==> config.mk <==
export PLATFORM = sky130hd
export DESIGN_NAME = adc_top
export DESIGN_NICKNAME = d
export VERILOG_FILES = /design/src/adc_pkg.sv /design/src/adc_regs.sv /design/src/adc_convert_fsm.sv /design/src/adc_serial_reader.sv /design/src/adc_top.sv
export VERILOG_INCLUDE_DIRS = /design/src /design/src/src
export SDC_FILE = /design/constraint.sdc
export NUM_CORES = 1
export LEC_CHECK = 0
export ABC_AREA = 1
export BUFFER_PORTS_ARGS = -buffer_cell sky130_fd_sc_hd__buf_2
export CELL_PAD_IN_SITES_DETAIL_PLACEMENT = 1
export CELL_PAD_IN_SITES_GLOBAL_PLACEMENT = 2
export CORE_MARGIN = 2
export CORE_UTILIZATION = 46
export CTS_BUF_LIST = sky130_fd_sc_hd__clkbuf_4
export DETAILED_ROUTE_END_ITERATION = 12
export PLACE_DENSITY_LB_ADDON = 0.1
export REMOVE_ABC_BUFFERS = 1
export SETUP_SLACK_MARGIN = 0.2
export SYNTH_ARGS = -nofsm -noshare
export SYNTH_HDL_FRONTEND = slang
export SYNTH_SLANG_ARGS = --single-unit
==> constraint.sdc <==
create_clock -name clk_in -period 5.5 [get_ports clk_in]
set_clock_uncertainty 0.1 [all_clocks]
set_input_delay 0.275 -clock clk_in [delete_from_list [all_inputs] [get_ports clk_in]]
set_output_delay 0.275 -clock clk_in [all_outputs]
set_load 0.005 [all_outputs]
==> src/adc_consts.svh <==
`ifndef ADC_CONSTS_SVH
`define ADC_CONSTS_SVH

////////////////////
// adc part
`define ADC_W_SAMPLE     18    // bits per channel sample
`define ADC_N_CHAN       8     // four per serial line
`define ADC_MIN_T_CYCLE  160   // clk_in cycles per conversion, longer than one read
`define ADC_OS_MIN       1     // needed to fit all channels into one read
`define ADC_OS_MAX       6
`define ADC_W_OS         3

////////////////////
// register bus
`define ADC_W_WB_ADR     4     // word address
`define ADC_W_WB_DAT     32
`define ADC_W_FRAMES     16
`define ADC_REG_CTRL     0     // bit 0 is run
`define ADC_REG_OS       1
`define ADC_REG_FRAMES   2
`define ADC_REG_CH0      4     // channel n at word 4 + n

`endif

==> src/adc_pkg.sv <==
`include "adc_consts.svh"

package adc_pkg;

	typedef logic signed [`ADC_W_SAMPLE-1:0] sample_t;       // one channel sample
	typedef logic [`ADC_W_OS-1:0] os_t;                     // oversampling code
	typedef logic [$clog2(`ADC_N_CHAN/2)-1:0] slot_t;       // word position on one line
	typedef logic [`ADC_W_WB_ADR-1:0] wb_adr_t;
	typedef logic [`ADC_W_WB_DAT-1:0] wb_dat_t;
	typedef logic [`ADC_W_FRAMES-1:0] frames_t;             // wraps

	// conversion engine
	typedef enum logic [1:0] {CV_IDLE, CV_CONVST, CV_CONV} cv_state_t;

	// serial read engine
	typedef enum logic [1:0] {RD_IDLE, RD_READ, RD_WAIT} rd_state_t;

endpackage

==> src/adc_regs.sv <==
`include "adc_consts.svh"

module adc_regs (
	input  logic             clk_in,
	input  logic             reset_in,
	// wishbone classic slave
	input  logic             wb_cyc,
	input  logic             wb_stb,
	input  logic             wb_we,
	input  adc_pkg::wb_adr_t wb_adr,
	input  adc_pkg::wb_dat_t wb_dat_w,
	output adc_pkg::wb_dat_t wb_dat_r,
	output logic             wb_ack,
	// from serial reader
	input  logic             sample_valid,
	input  adc_pkg::slot_t   sample_slot,
	input  adc_pkg::sample_t sample_a,
	input  adc_pkg::sample_t sample_b,
	input  logic             frame_done,
	// control out
	output logic             run,
	output adc_pkg::os_t     os_out
);
	import adc_pkg::*;

	logic    access;                       // new access, ack not yet given
	logic    wr_en;
	os_t     os_clamped;
	frames_t frames;
	sample_t ch_mem [`ADC_N_CHAN];         // latest sample per channel
	wb_adr_t ch_off;                       // address relative to CH0
	logic    ch_hit;
	logic [$clog2(`ADC_N_CHAN)-1:0] ch_idx;
	wb_dat_t rd_data;

	assign access = wb_cyc && wb_stb && !wb_ack;
	assign wr_en  = access && wb_we;

	////////////////////
	// decode

	assign ch_off = wb_adr - wb_adr_t'(`ADC_REG_CH0);   // low addresses wrap high
	assign ch_hit = (ch_off < `ADC_N_CHAN);
	assign ch_idx = ch_off[$clog2(`ADC_N_CHAN)-1:0];

	// clamp on the full bus word so 9 lands on the max too
	always_comb begin
		if (wb_dat_w < wb_dat_t'(`ADC_OS_MIN)) begin
			os_clamped = os_t'(`ADC_OS_MIN);
		end else if (wb_dat_w > wb_dat_t'(`ADC_OS_MAX)) begin
			os_clamped = os_t'(`ADC_OS_MAX);
		end else begin
			os_clamped = os_t'(wb_dat_w);
		end
	end

	always_comb begin
		rd_data = '0;                       // unmapped reads as zero
		case (wb_adr)
			wb_adr_t'(`ADC_REG_CTRL):   rd_data = wb_dat_t'(run);
			wb_adr_t'(`ADC_REG_OS):     rd_data = wb_dat_t'(os_out);
			wb_adr_t'(`ADC_REG_FRAMES): rd_data = wb_dat_t'(frames);
			default: begin
				if (ch_hit) begin
					rd_data = wb_dat_t'(ch_mem[ch_idx]);   // signed source, sign extends
				end
			end
		endcase
	end

	////////////////////
	// registers

	always_ff @(posedge clk_in or posedge reset_in) begin
		if (reset_in) begin
			wb_ack <= 1'b0;
			run    <= 1'b0;
			os_out <= os_t'(`ADC_OS_MIN);
			frames <= '0;
		end else begin
			wb_ack <= access;                // one cycle, then drops
			if (wr_en && wb_adr == wb_adr_t'(`ADC_REG_CTRL)) begin
				run <= wb_dat_w[0];
			end
			if (wr_en && wb_adr == wb_adr_t'(`ADC_REG_OS)) begin
				os_out <= os_clamped;
			end
			if (frame_done) begin
				frames <= frames + 1'b1;      // wraps
			end
		end
	end

	// captured at the ack edge, so a same-cycle sample update is not seen
	always_ff @(posedge clk_in) begin
		if (access && !wb_we) begin
			wb_dat_r <= rd_data;
		end
	end

	// line a fills the lower half, line b the upper half
	always_ff @(posedge clk_in) begin
		if (sample_valid) begin
			ch_mem[{1'b0, sample_slot}] <= sample_a;
			ch_mem[{1'b1, sample_slot}] <= sample_b;
		end
	end

endmodule

==> src/adc_convert_fsm.sv <==
`include "adc_consts.svh"

module adc_convert_fsm (
	input  logic clk_in,
	input  logic reset_in,
	input  logic run,
	input  logic busy_in,
	output logic convst_out
);
	import adc_pkg::*;

	cv_state_t state;
	cv_state_t state_next;
	logic [$clog2(`ADC_MIN_T_CYCLE)-1:0] cyc_cnt;   // cycles in current state
	logic cyc_done;

	// convst cycle plus the conv cycles make up the full period
	assign cyc_done = (cyc_cnt >= `ADC_MIN_T_CYCLE - 2);

	////////////////////
	// next state

	always_comb begin
		state_next = state;
		case (state)
			CV_IDLE: begin
				if (run) begin
					state_next = CV_CONVST;
				end
			end
			CV_CONVST: state_next = CV_CONV;   // pulse is one cycle
			CV_CONV: begin
				if (cyc_done && !busy_in) begin
					state_next = run ? CV_CONVST : CV_IDLE;
				end
			end
			default: state_next = CV_IDLE;
		endcase
	end

	////////////////////
	// state and counter

	always_ff @(posedge clk_in or posedge reset_in) begin
		if (reset_in) begin
			state   <= CV_IDLE;
			cyc_cnt <= '0;
		end else begin
			state <= state_next;
			if (state_next != state) begin
				cyc_cnt <= '0;                  // restart on every change
			end else if (cyc_cnt != '1) begin
				cyc_cnt <= cyc_cnt + 1'b1;      // hold at max when busy is late
			end
		end
	end

	assign convst_out = (state != CV_CONVST);   // active low

endmodule

==> src/adc_serial_reader.sv <==
`include "adc_consts.svh"

module adc_serial_reader (
	input  logic             clk_in,
	input  logic             reset_in,
	// adc pins
	input  logic             busy_in,
	input  logic             data_a_in,
	input  logic             data_b_in,
	output logic             n_cs_out,
	output logic             sclk_out,
	// sample strobes
	output logic             sample_valid,
	output adc_pkg::slot_t   sample_slot,
	output adc_pkg::sample_t sample_a,
	output adc_pkg::sample_t sample_b,
	output logic             frame_done
);
	import adc_pkg::*;

	rd_state_t state;
	logic      phase;                      // 0 first half of bit, 1 second
	logic [$clog2(`ADC_W_SAMPLE)-1:0] bit_cnt;   // bit within word
	slot_t     slot;                       // word within frame
	sample_t   sh_a;
	sample_t   sh_b;
	logic      word_end;
	logic      frame_end;

	assign word_end  = phase && (bit_cnt == `ADC_W_SAMPLE - 1);
	assign frame_end = word_end && (slot == slot_t'(`ADC_N_CHAN / 2 - 1));

	////////////////////
	// pins

	assign n_cs_out = (state != RD_READ);
	assign sclk_out = !(state == RD_READ && !phase);   // low in first half of each bit

	// shift regs hold the full word in the strobe cycle
	assign sample_a = sh_a;
	assign sample_b = sh_b;

	////////////////////
	// fsm

	always_ff @(posedge clk_in or posedge reset_in) begin
		if (reset_in) begin
			state <= RD_IDLE;
		end else begin
			case (state)
				RD_IDLE: if (busy_in) state <= RD_READ;        // conversion under way
				RD_READ: if (frame_end) state <= RD_WAIT;      // 72 bits done
				RD_WAIT: if (!busy_in) state <= RD_IDLE;
				default: state <= RD_IDLE;
			endcase
		end
	end

	// phase and counters, held clear outside a read
	always_ff @(posedge clk_in or posedge reset_in) begin
		if (reset_in) begin
			phase        <= 1'b0;
			bit_cnt      <= '0;
			slot         <= '0;
			sample_valid <= 1'b0;
			sample_slot  <= '0;
			frame_done   <= 1'b0;
		end else begin
			sample_valid <= word_end;
			frame_done   <= frame_end;       // same cycle as last strobe
			if (word_end) begin
				sample_slot <= slot;
			end
			if (state != RD_READ) begin
				phase   <= 1'b0;
				bit_cnt <= '0;
				slot    <= '0;
			end else begin
				phase <= !phase;               // divide by two
				if (word_end) begin
					bit_cnt <= '0;
					slot    <= slot + 1'b1;
				end else if (phase) begin
					bit_cnt <= bit_cnt + 1'b1;
				end
			end
		end
	end

	// msb first, taken while sclk is high
	always_ff @(posedge clk_in) begin
		if (state == RD_READ && phase) begin
			sh_a <= {sh_a[`ADC_W_SAMPLE-2:0], data_a_in};
			sh_b <= {sh_b[`ADC_W_SAMPLE-2:0], data_b_in};
		end
	end

endmodule

==> src/adc_top.sv <==
module adc_top (
	input  logic             clk_in,
	input  logic             reset_in,
	// wishbone
	input  logic             wb_cyc,
	input  logic             wb_stb,
	input  logic             wb_we,
	input  adc_pkg::wb_adr_t wb_adr,
	input  adc_pkg::wb_dat_t wb_dat_w,
	output adc_pkg::wb_dat_t wb_dat_r,
	output logic             wb_ack,
	// adc
	input  logic             busy_in,
	input  logic             data_a_in,
	input  logic             data_b_in,
	output adc_pkg::os_t     os_out,
	output logic             convst_out,
	output logic             reset_out,
	output logic             sclk_out,
	output logic             n_cs_out
);
	import adc_pkg::*;

	logic    run;
	logic    sample_valid;
	slot_t   sample_slot;
	sample_t sample_a;
	sample_t sample_b;
	logic    frame_done;

	assign reset_out = reset_in;           // adc reset tracks system reset

	adc_regs u_regs (
		.clk_in, .reset_in,
		.wb_cyc, .wb_stb, .wb_we, .wb_adr, .wb_dat_w, .wb_dat_r, .wb_ack,
		.sample_valid, .sample_slot, .sample_a, .sample_b, .frame_done,
		.run, .os_out
	);

	adc_convert_fsm u_convert (
		.clk_in, .reset_in, .run, .busy_in, .convst_out
	);

	// reads the previous result while the next conversion runs
	adc_serial_reader u_reader (
		.clk_in, .reset_in, .busy_in, .data_a_in, .data_b_in,
		.n_cs_out, .sclk_out,
		.sample_valid, .sample_slot, .sample_a, .sample_b, .frame_done
	);

endmodule

==> impl_metrics.csv, run 1 <==
group,metric,value,unit
power,p_sw_frac,0.250,
timing,fin_crit,2.82,ns
synth,syn_inst,797,
timing,setup_viol,0,
synth,synth_area,9880,um^2
synth,synth_edf_count,198,
synth,synth_compound_area_frac,0.0495,
timing,timing.final.crit_share,0.513,
placement,gp_congestion,0.779,
flow_run,cap_violations,0,
drt,drtIter0Drc,526,
synth,ys_top_cells_by_count,"edfxtp_1 (198), nand2_1 (166), nor2_1 (80)",
critical_path,r2r_start,"u_regs.wb_ack",
power,power_frac_seq,0.556,
synth,ys_ff_latch,243,
clocking,cts.sinks,243,
synth,synthMuxAreaShare,0,
synth,synthAdderAreaFrac,0.00887,
cells_and_area,drive_gt1_frac,0.228,
power,combPwrFrac,0.074,
placement,portBuffers,83,
clocking,cts_hold_buf,15,
drt,avgViaCountPerCell,5.32,
timing,maxSlewHeadroom,0.225,
grt,top_usage_layer,"met2",
drt,wl_per_cell,19.9,um
hold_path,hp-start,"wb_stb",
synth,synthXorXnorAreaFrac,0.0124,
grt,grt_first_pass_wirelength,38400,um
synth,synth_top_area_share,0.602,
timing,setup-tns-final,0,ns
floorplan,die_w,151,um
clocking,cts_setup_buffers,0,
grt,grt_max_degree,46,
timing,tightestPinTransition,1.16,ns
drt,dr.pass1.iters,5,
outcome,status,"completed",
critical_path,worstPathMaxFanout,19,
clocking,cts_tree,"built",
floorplan,rows,53,
power,power_switching,1.07,mW
synth,synth.distinct_cells,39,
synth,synth_ff_type,"edfxtp_1",
synth,synth_simple_gate_area_frac,0.162,
clocking,path_clk_slew,0.07,ns
clocking,htree_levels,2,
cells_and_area,syn2layout_area_growth,15.2,%
placement,dp_hpwl,15100,um
drt,routed_wl,24700,um
timing,max_freq,355,MHz
synth,post-synth-top-count-cell,"edfxtp_1",
synth,yosysSeqAreaShare,0.716,
synth,ys_warn_count,0,
placement,dp_cells,1120,
critical_path,required,5.95,ns
floorplan,dieArea,22700,um^2
clocking,cts-root-buf,"clkbuf_4",
synth,avgSynthCellArea,12.4,um^2
floorplan,design.portCount,84,
timing,rsz0062_at_grt,"false",
drt,detail-route-antenna-nets,0,
grt,grt_pass1_vias,6966,
cells_and_area,final_cell_count_no_fill,1242,
synth,synth_top_family_by_area,"simple AND/OR/NAND/NOR gates",
power,clkPwrFrac,0.370,
clocking,clockBufferDepth,3,
timing,hold_viol_final,0,
cells_and_area,nNetsFinal,974,
clocking,cts-resized-gates,0,
synth,synth_area_leaders,"edfxtp_1 (60%), dfrtp_1 (11%), nand2_1 (6.3%), nor2_1 (3.0%), nand3_1 (2.4%)",
critical_path,critical_path_class,"in2reg",
critical_path,arrival,3.27,ns
critical_path,start_kind,"input port",
floorplan,die_h,151,um
grt,grtUsageTotal,0.226,
power,power_density,378,nW/um^2
synth,async_flop_share,0.185,
power,ir_worst_vdd,0.200,mV
drt,route.vias.total,6606,
floorplan,core,21000,um^2
power,power.total,4.30,mW
power,internal_power,3.23,mW
grt,met1_usage,0.315,
grt,grt-ovfl-total,0,
drt,route.detailed.drc,0,
critical_path,crit_path_start,"wb_adr[2]",
power,leakage,4.37,nW
synth,synth_top_cell_by_area,"edfxtp_1",
critical_path,crit_path_end_kind,"flop",
grt,grt_antenna_before_repair,1,
clocking,clock_latency,0.69,ns
timing,final_max_slew_viol_count,0,
floorplan,start_util,0.470,
clocking,cts_buffers,61,
grt,grtUsageMet3,0.0509,
hold_path,hold_class,"in2reg",
grt,use_met2,0.361,
[power groups by stage]
stage          clock, mW  sequential [mW]  combinational, mW
2_1_floorplan          0             2.36              0.181
3_3_place_gp           0             2.41              0.303
4_1_cts             1.63             2.39              0.326
5_1_grt             1.73             2.41              0.364
6_report            1.59             2.39              0.320
3_5_place_dp           0             2.43              0.319
[final timing paths]
| kind | endpoint | slack [ns] | cells after the start |
|---|---|---|---|
| max | u_regs.wb_dat_r[5] | 2.68 | 6 |
| min | u_regs.wb_dat_r[30] | 0.14 | 3 |
| max reg2reg | u_regs.os_out[0] | 3.17 | 9 |
| min reg2reg | u_regs.frames[15] | 0.38 | 1 |
| max in group asynchronous | u_regs.frames[8] | 4.37 | 3 |
| min in group asynchronous | u_regs.frames[4] | 0.31 | 3 |
[logic make-up after synthesis]
kind of cell,after synthesis
AOI/OAI and AO/OA,81
buffers and inverters,95
and+or+nand+nor,357
DFF,243
adders and majority gates,7
xor gates and xnor gates,14
[stage by stage]
stage	setup WS, ns	utilization	area [um^2]	hold WS [ns]
4_1_cts	2.76	0.541	11400	0.0861
5_1_grt	2.49	0.541	11400	0.132
3_3_place_gp	2.02	0.495	10400	0.352
6_report	2.68	0.541	11400	0.137
3_5_place_dp	1.99	0.495	10400	0.354
2_1_floorplan	2.00	-	9580	0.274
[worst max-delay path, cell delays in order]
cell and delay, ns:
buf_2 0.45, clkinv_1 0.81, ha_1 0.64, a21boi_4 0.62, o211ai_1 0.32, nand2_1 0.12
[flip-flops by register name, summed over array words and instances, names as in the netlist]
signal and count:
u_reader.state 2, u_regs.ch_mem 144, u_regs.wb_ack 1, u_reader.phase 1, u_reader.sample_a 18, u_convert.state 2
u_convert.cyc_cnt 8, u_regs.frames 16, u_reader.sample_valid 1, u_regs.os_out 3, u_reader.bit_cnt 5, u_reader.slot 2
u_regs.run 1, u_reader.sample_slot 2, u_regs.wb_dat_r 18, u_reader.sample_b 18, u_reader.frame_done 1
[per-layer routing]
layer | vias up | share of wire | wire [um]
met3 | 26 | 0.062 | 1530
met1 | 3309 | 0.45 | 11200
met2 | 208 | 0.47 | 11700
met4 | 0 | 0.012 | 308
met5 | - | 0 | 0
li1 | 3063 | - | -
[layout by cell type (no fill, tap or decap), types with 17 or more instances in the layout]
| master | instances |
|---|---|
| dfrtp_1 | 44 |
| inv_1 | 48 |
| nand3_1 | 47 |
| clkbuf_4 | 97 |
| edfxtp_1 | 198 |
| a21oi_1 | 17 |
| nor2_1 | 78 |
| o21ai_0 | 21 |
| nand2_1 | 166 |
| o21ai_1 | 20 |
| nand4_1 | 36 |
| buf_2 | 83 |
[area by class of cell]
| cell class | count | area [um^2] |
|---|---|---|
| fill | 2211 | 9650 |
| antenna | 1 | 2.50 |
| multi-input combinational | 459 | 2330 |
| tap | 275 | 344 |
| sequential | 243 | 7070 |
| timing repair buffer | 103 | 603 |
| clock buffer | 97 | 728 |
| inverter | 55 | 206 |
| clock inverter | 9 | 91.3 |
Power figures use the tool's default switching activity.
==> run 2: changes to the inputs <==
- CORE_UTILIZATION: 46 -> 42
- clock period: 5.5 -> 2.76 ns (I/O delays scaled with it)
==> impl_metrics.csv, run 2 (synthesized netlist as in run 1, its figures left out) <==
group,metric,value,unit
outcome,status,"completed",
timing,maxSlewHeadroom,0.339,
clocking,cts_tree,"built",
clocking,clockBufferDepth,3,
floorplan,dieArea,24800,um^2
timing,rsz0062_at_grt,"false",
timing,timing.final.crit_share,0.830,
floorplan,die_h,157,um
grt,grt-ovfl-total,0,
critical_path,crit_path_start,"u_regs.wb_ack",
floorplan,die_w,157,um
timing,hold_viol_final,0,
floorplan,start_util,0.425,
critical_path,r2r_slack,0.47,ns
critical_path,timing.critical_path.buf_inv,5,
cells_and_area,drive_gt1_frac,0.240,
floorplan,rows,56,
critical_path,critical_path.top_delay_family,"buffers and inverters",
clocking,htree_levels,3,
critical_path,arrival,2.80,ns
drt,routed_wl,25200,um
drt,dr.pass1.iters,5,
power,power_density,761,nW/um^2
drt,detail-route-antenna-nets,0,
cells_and_area,top_register,"u_regs.ch_mem",
drt,route.detailed.drc,0,
power,power.total,8.82,mW
grt,grt_first_pass_wirelength,38700,um
timing,setup_viol,0,
timing,setup-tns-final,0,ns
critical_path,start_kind,"flop",
power,ir_worst_vdd,0.604,mV
critical_path,critical_path_class,"reg2reg",
clocking,path_clk_slew,0.08,ns
hold_path,hp-start,"wb_adr[2]",
grt,grt_antenna_before_repair,3,
clocking,cts_buffers,66,
critical_path,crit_path_end_kind,"flop",
cells_and_area,nNetsFinal,990,
critical_path,required,3.27,ns
clocking,cts.sinks,243,
cells_and_area,num-fill-cells,2500,
clocking,cts_setup_buffers,0,
timing,hold_ws,0.0679,ns
flow_run,cap_violations,0,
drt,avgViaCountPerCell,5.06,
timing,final_max_slew_viol_count,0,
power,leakage,4.46,nW
critical_path,crit_chain,"inv_1 > nand3_1 > dlygate4sd3_1 > inv_1 > nand4_2 > clkinv_1 > nor2_1 > a21oi_1 > dlygate4sd3_1",
drt,route.vias.total,6607,
cells_and_area,largest_reg_flops,144,
placement,gp_congestion,0.808,
floorplan,core,23300,um^2
grt,grtUsageTotal,0.209,
timing,max_freq,436,MHz
drt,wl_per_cell,19.3,um
critical_path,crit_slowest_cell,"dlygate4sd3_1",
critical_path,slowest_delay,0.59,ns
placement,dp_hpwl,15600,um
cells_and_area,seqCellArea,7070,um^2
timing,fin_crit,2.29,ns
timing,tightestPinTransition,0.990,ns
clocking,cts-resized-gates,0,
clocking,clock_latency,0.67,ns
hold_path,hold_class,"in2reg",
cells_and_area,post-route-util,0.498,
critical_path,worstPathMaxFanout,4,
grt,grt_max_degree,46,
critical_path,r2r_start,"u_regs.wb_ack",
cells_and_area,syn2layout_area_growth,17.4,%
drt,drtIter0Drc,382,
cells_and_area,layout_commonest_cell,"edfxtp_1",
clocking,cts-root-buf,"clkbuf_4",
grt,grt_pass1_vias,7018,
placement,portBuffers,83,
clocking,cts_hold_buf,15,
floorplan,design.portCount,84,
cells_and_area,multi_input_area,2330,um^2
cells_and_area,final_cell_mix,"edfxtp_1 (198), nand2_1 (166), clkbuf_4 (95)",
## run 2: changes by cell type in the layout (fill, tap and decap cells not counted)
cell,change
clkinv_2,+4
clkinvlp_4,+1
diode_2,+1
clkbuf_4,-2
bufinv_16,+1
buf_4,+9
inv_6,-1
buf_12,+2
inv_2,+2
clkinv_1,+3
## run 2: per-stage QoR
| step | area, um^2 | setup slack [ns] | instances |
|---|---|---|---|
| after floorplan | 9580 | -0.743 | 757 |
| after global placement | 10600 | 0.724 | 1175 |
| after detailed placement | 10600 | 0.712 | 1175 |
| after CTS | 11600 | 0.460 | 1304 |
| after global routing | 11600 | 0.302 | 1305 |
| final | 11600 | 0.468 | 1306 |
## run 2: final cells by class
| class | count | share of cell area |
|---|---|---|
| multi-input combinational | 459 | 0.201 |
| tap | 319 | 0.0344 |
| antenna | 2 | 0.000432 |
| clock buffer | 95 | 0.0615 |
| sequential | 243 | 0.610 |
| inverter | 55 | 0.0178 |
| clock inverter | 19 | 0.0137 |
| timing repair buffer | 114 | 0.0613 |
## run 2: routing by layer
layer	up-vias	part of all wire	track usage	wire, um
met3	41	0.059	0.0443	1490
met1	3287	0.45	0.286	11400
li1	3096	-	-	-
met2	183	0.47	0.328	11800
met4	0	0.021	0.0810	540
met5	-	0	0	0
## run 2: final timing paths
kind	to	cells past startpoint
min reg2reg	u_convert.state[0]	1
max	u_regs.os_out[0]	9
max reg2reg	u_regs.os_out[0]	9
min in group asynchronous	u_reader.slot[0]	3
min	u_regs.wb_dat_r[12]	4
max in group asynchronous	u_regs.frames[13]	3
## run 2: power by group
group / internal (mW) / switching [mW] / total [mW]
logic: 0.223 / 0.465 / 0.689
clock network: 1.87 / 1.51 / 3.38
registers: 4.47 / 0.281 / 4.75
total: 6.56 / 2.26 / 8.82
## run 2: worst register-to-register path, cell delays in order, from the launching register on
cell and delay [ns]:
dfrtp_1 0.37, inv_1 0.05, nand3_1 0.05, dlygate4sd3_1 0.59, inv_1 0.13, nand4_2 0.14
clkinv_1 0.11, nor2_1 0.05, a21oi_1 0.09, dlygate4sd3_1 0.55
==> run 3: changes to the inputs <==
- clock period: 2.76 -> 2.15 ns (I/O delays scaled with it)
==> impl_metrics.csv, run 3 (synthesized netlist as in run 1, its figures left out) <==
group,metric,value,unit
outcome,status,"completed",
timing,rsz0062_at_grt,"false",
timing,finalWorstSetupSlack,0.376,ns
drt,avgViaCountPerCell,5.01,
critical_path,crit_chain,"nor2_4 > nand2_2 > buf_2",
cells_and_area,nNetsFinal,1013,
clocking,cts-root-buf,"clkbuf_4",
placement,dp_hpwl,16300,um
hold_path,hold_class,"in2reg",
power,power_frac_seq,0.542,
critical_path,required,1.94,ns
cells_and_area,stdcell_area,11900,um^2
drt,routed_wl,25300,um
timing,setup_viol,0,
drt,dr.pass1.iters,4,
floorplan,core,23300,um^2
floorplan,design.portCount,84,
critical_path,slowest_delay,0.42,ns
floorplan,dieArea,24800,um^2
placement,portBuffers,83,
grt,grt_first_pass_wirelength,39600,um
timing,fin_crit,1.77,ns
floorplan,start_util,0.425,
power,combPwrFrac,0.080,
timing,tightestPinTransition,0.601,ns
drt,detail-route-antenna-nets,0,
power,clkPwrFrac,0.378,
timing,maxSlewHeadroom,0.599,
placement,gp_congestion,0.805,
drt,drtIter0Drc,397,
drt,route.vias.total,6677,
power,leakage,4.61,nW
clocking,htree_levels,3,
clocking,cts_tree,"built",
timing,hold_viol_final,0,
power,p_sw_frac,0.254,
timing,final_max_slew_viol_count,0,
cells_and_area,drive_gt1_frac,0.254,
cells_and_area,largest_reg_flops,144,
floorplan,rows,56,
timing,timing.final.crit_share,0.825,
clocking,clock_latency,0.66,ns
grt,grt_max_degree,38,
grt,grt_antenna_before_repair,2,
clocking,clockBufferDepth,3,
placement,placed_area,10700,um^2
power,power.total,11.3,mW
critical_path,critical_path_class,"reg2out",
cells_and_area,final_cell_count_no_fill,1333,
critical_path,arrival,1.57,ns
critical_path,crit_slowest_cell,"dfrtp_1",
floorplan,die_w,157,um
power,power_density,950,nW/um^2
drt,route.detailed.drc,0,
grt,grt-ovfl-total,0,
cells_and_area,syn2layout_area_growth,20.1,%
clocking,path_clk_slew,0.06,ns
critical_path,worstPathMaxFanout,7,
cells_and_area,post-route-util,0.510,
power,ir_worst_vdd,0.368,mV
timing,setup-tns-final,0,ns
critical_path,crit_path_end_kind,"output pin",
power,internal_power,8.41,mW
cells_and_area,top_register,"u_regs.ch_mem",
floorplan,die_h,157,um
placement,dp_cells,1188,
grt,grt_pass1_vias,7211,
clocking,cts_buffers,67,
drt,wl_per_cell,19.0,um
grt,grtUsageTotal,0.213,
timing,max_freq,564,MHz
clocking,cts.sinks,243,
cells_and_area,layout_commonest_cell,"edfxtp_1",
cells_and_area,final_cell_mix,"edfxtp_1 (198), nand2_1 (165), clkbuf_4 (106)",
timing,hold_ws,0.0600,ns
clocking,cts_setup_buffers,0,
critical_path,start_kind,"flop",
power,power_switching,2.86,mW
placement,pre_cts_slack,0.168,ns
flow_run,cap_violations,0,
## run 3: area by class of cell
class | instances | area (um^2)
sequential | 243 | 7070
clock inverter | 13 | 87.6
inverter | 55 | 206
clock buffer | 106 | 796
multi-input combinational | 459 | 2340
timing repair buffer | 136 | 951
antenna | 2 | 5.00
fill | 2504 | 11400
tap | 319 | 399
## run 3: worst max-delay path: cells and delay by family (launching register included)
| family | cells | cell delay [ns] |
|---|---|---|
| buffers and inverters | 1 | 0.15 |
| flip-flops | 1 | 0.42 |
| AND/OR/NAND/NOR | 2 | 0.34 |
## run 3: routing by layer
metal | part of all wire | GRT usage
met4 | 0.016 | 0.0766
met3 | 0.060 | 0.0509
met5 | 0.00036 | 0
met2 | 0.47 | 0.342
met1 | 0.45 | 0.282
## run 3: power groups by stage
stage          Sequential (mW)  Combinational [mW]  Clock [mW]
6_report                  6.11               0.898        4.27
5_1_grt                   6.16                1.01        4.66
4_1_cts                   6.10               0.914        4.42
3_5_place_dp              6.20               0.891           0
3_3_place_gp              6.16               0.846           0
2_1_floorplan             6.05               0.463           0
## run 3: final timing paths
check | slack, ns | startpoint | cells past startpoint | to
max | 0.38 | u_reader.state[1] | 3 | sclk_out
min | 0.06 | data_b_in | 2 | u_reader.sample_b[0]
max in group asynchronous | 0.78 | reset_in | 5 | u_regs.frames[15]
min in group asynchronous | 0.56 | reset_in | 4 | u_convert.cyc_cnt[1]
max reg2reg | 0.44 | u_regs.wb_ack | 7 | u_regs.run
min reg2reg | 0.37 | u_regs.frames[15] | 1 | u_regs.frames[15]
## run 3: what timing repair did
action	4_1_cts	5_1_grt
setup endpoints to repair	1	4
gates cloned	0	0
endpoints found under the hold margin	82	0
hold buffers	24	0
resized for setup	1	3
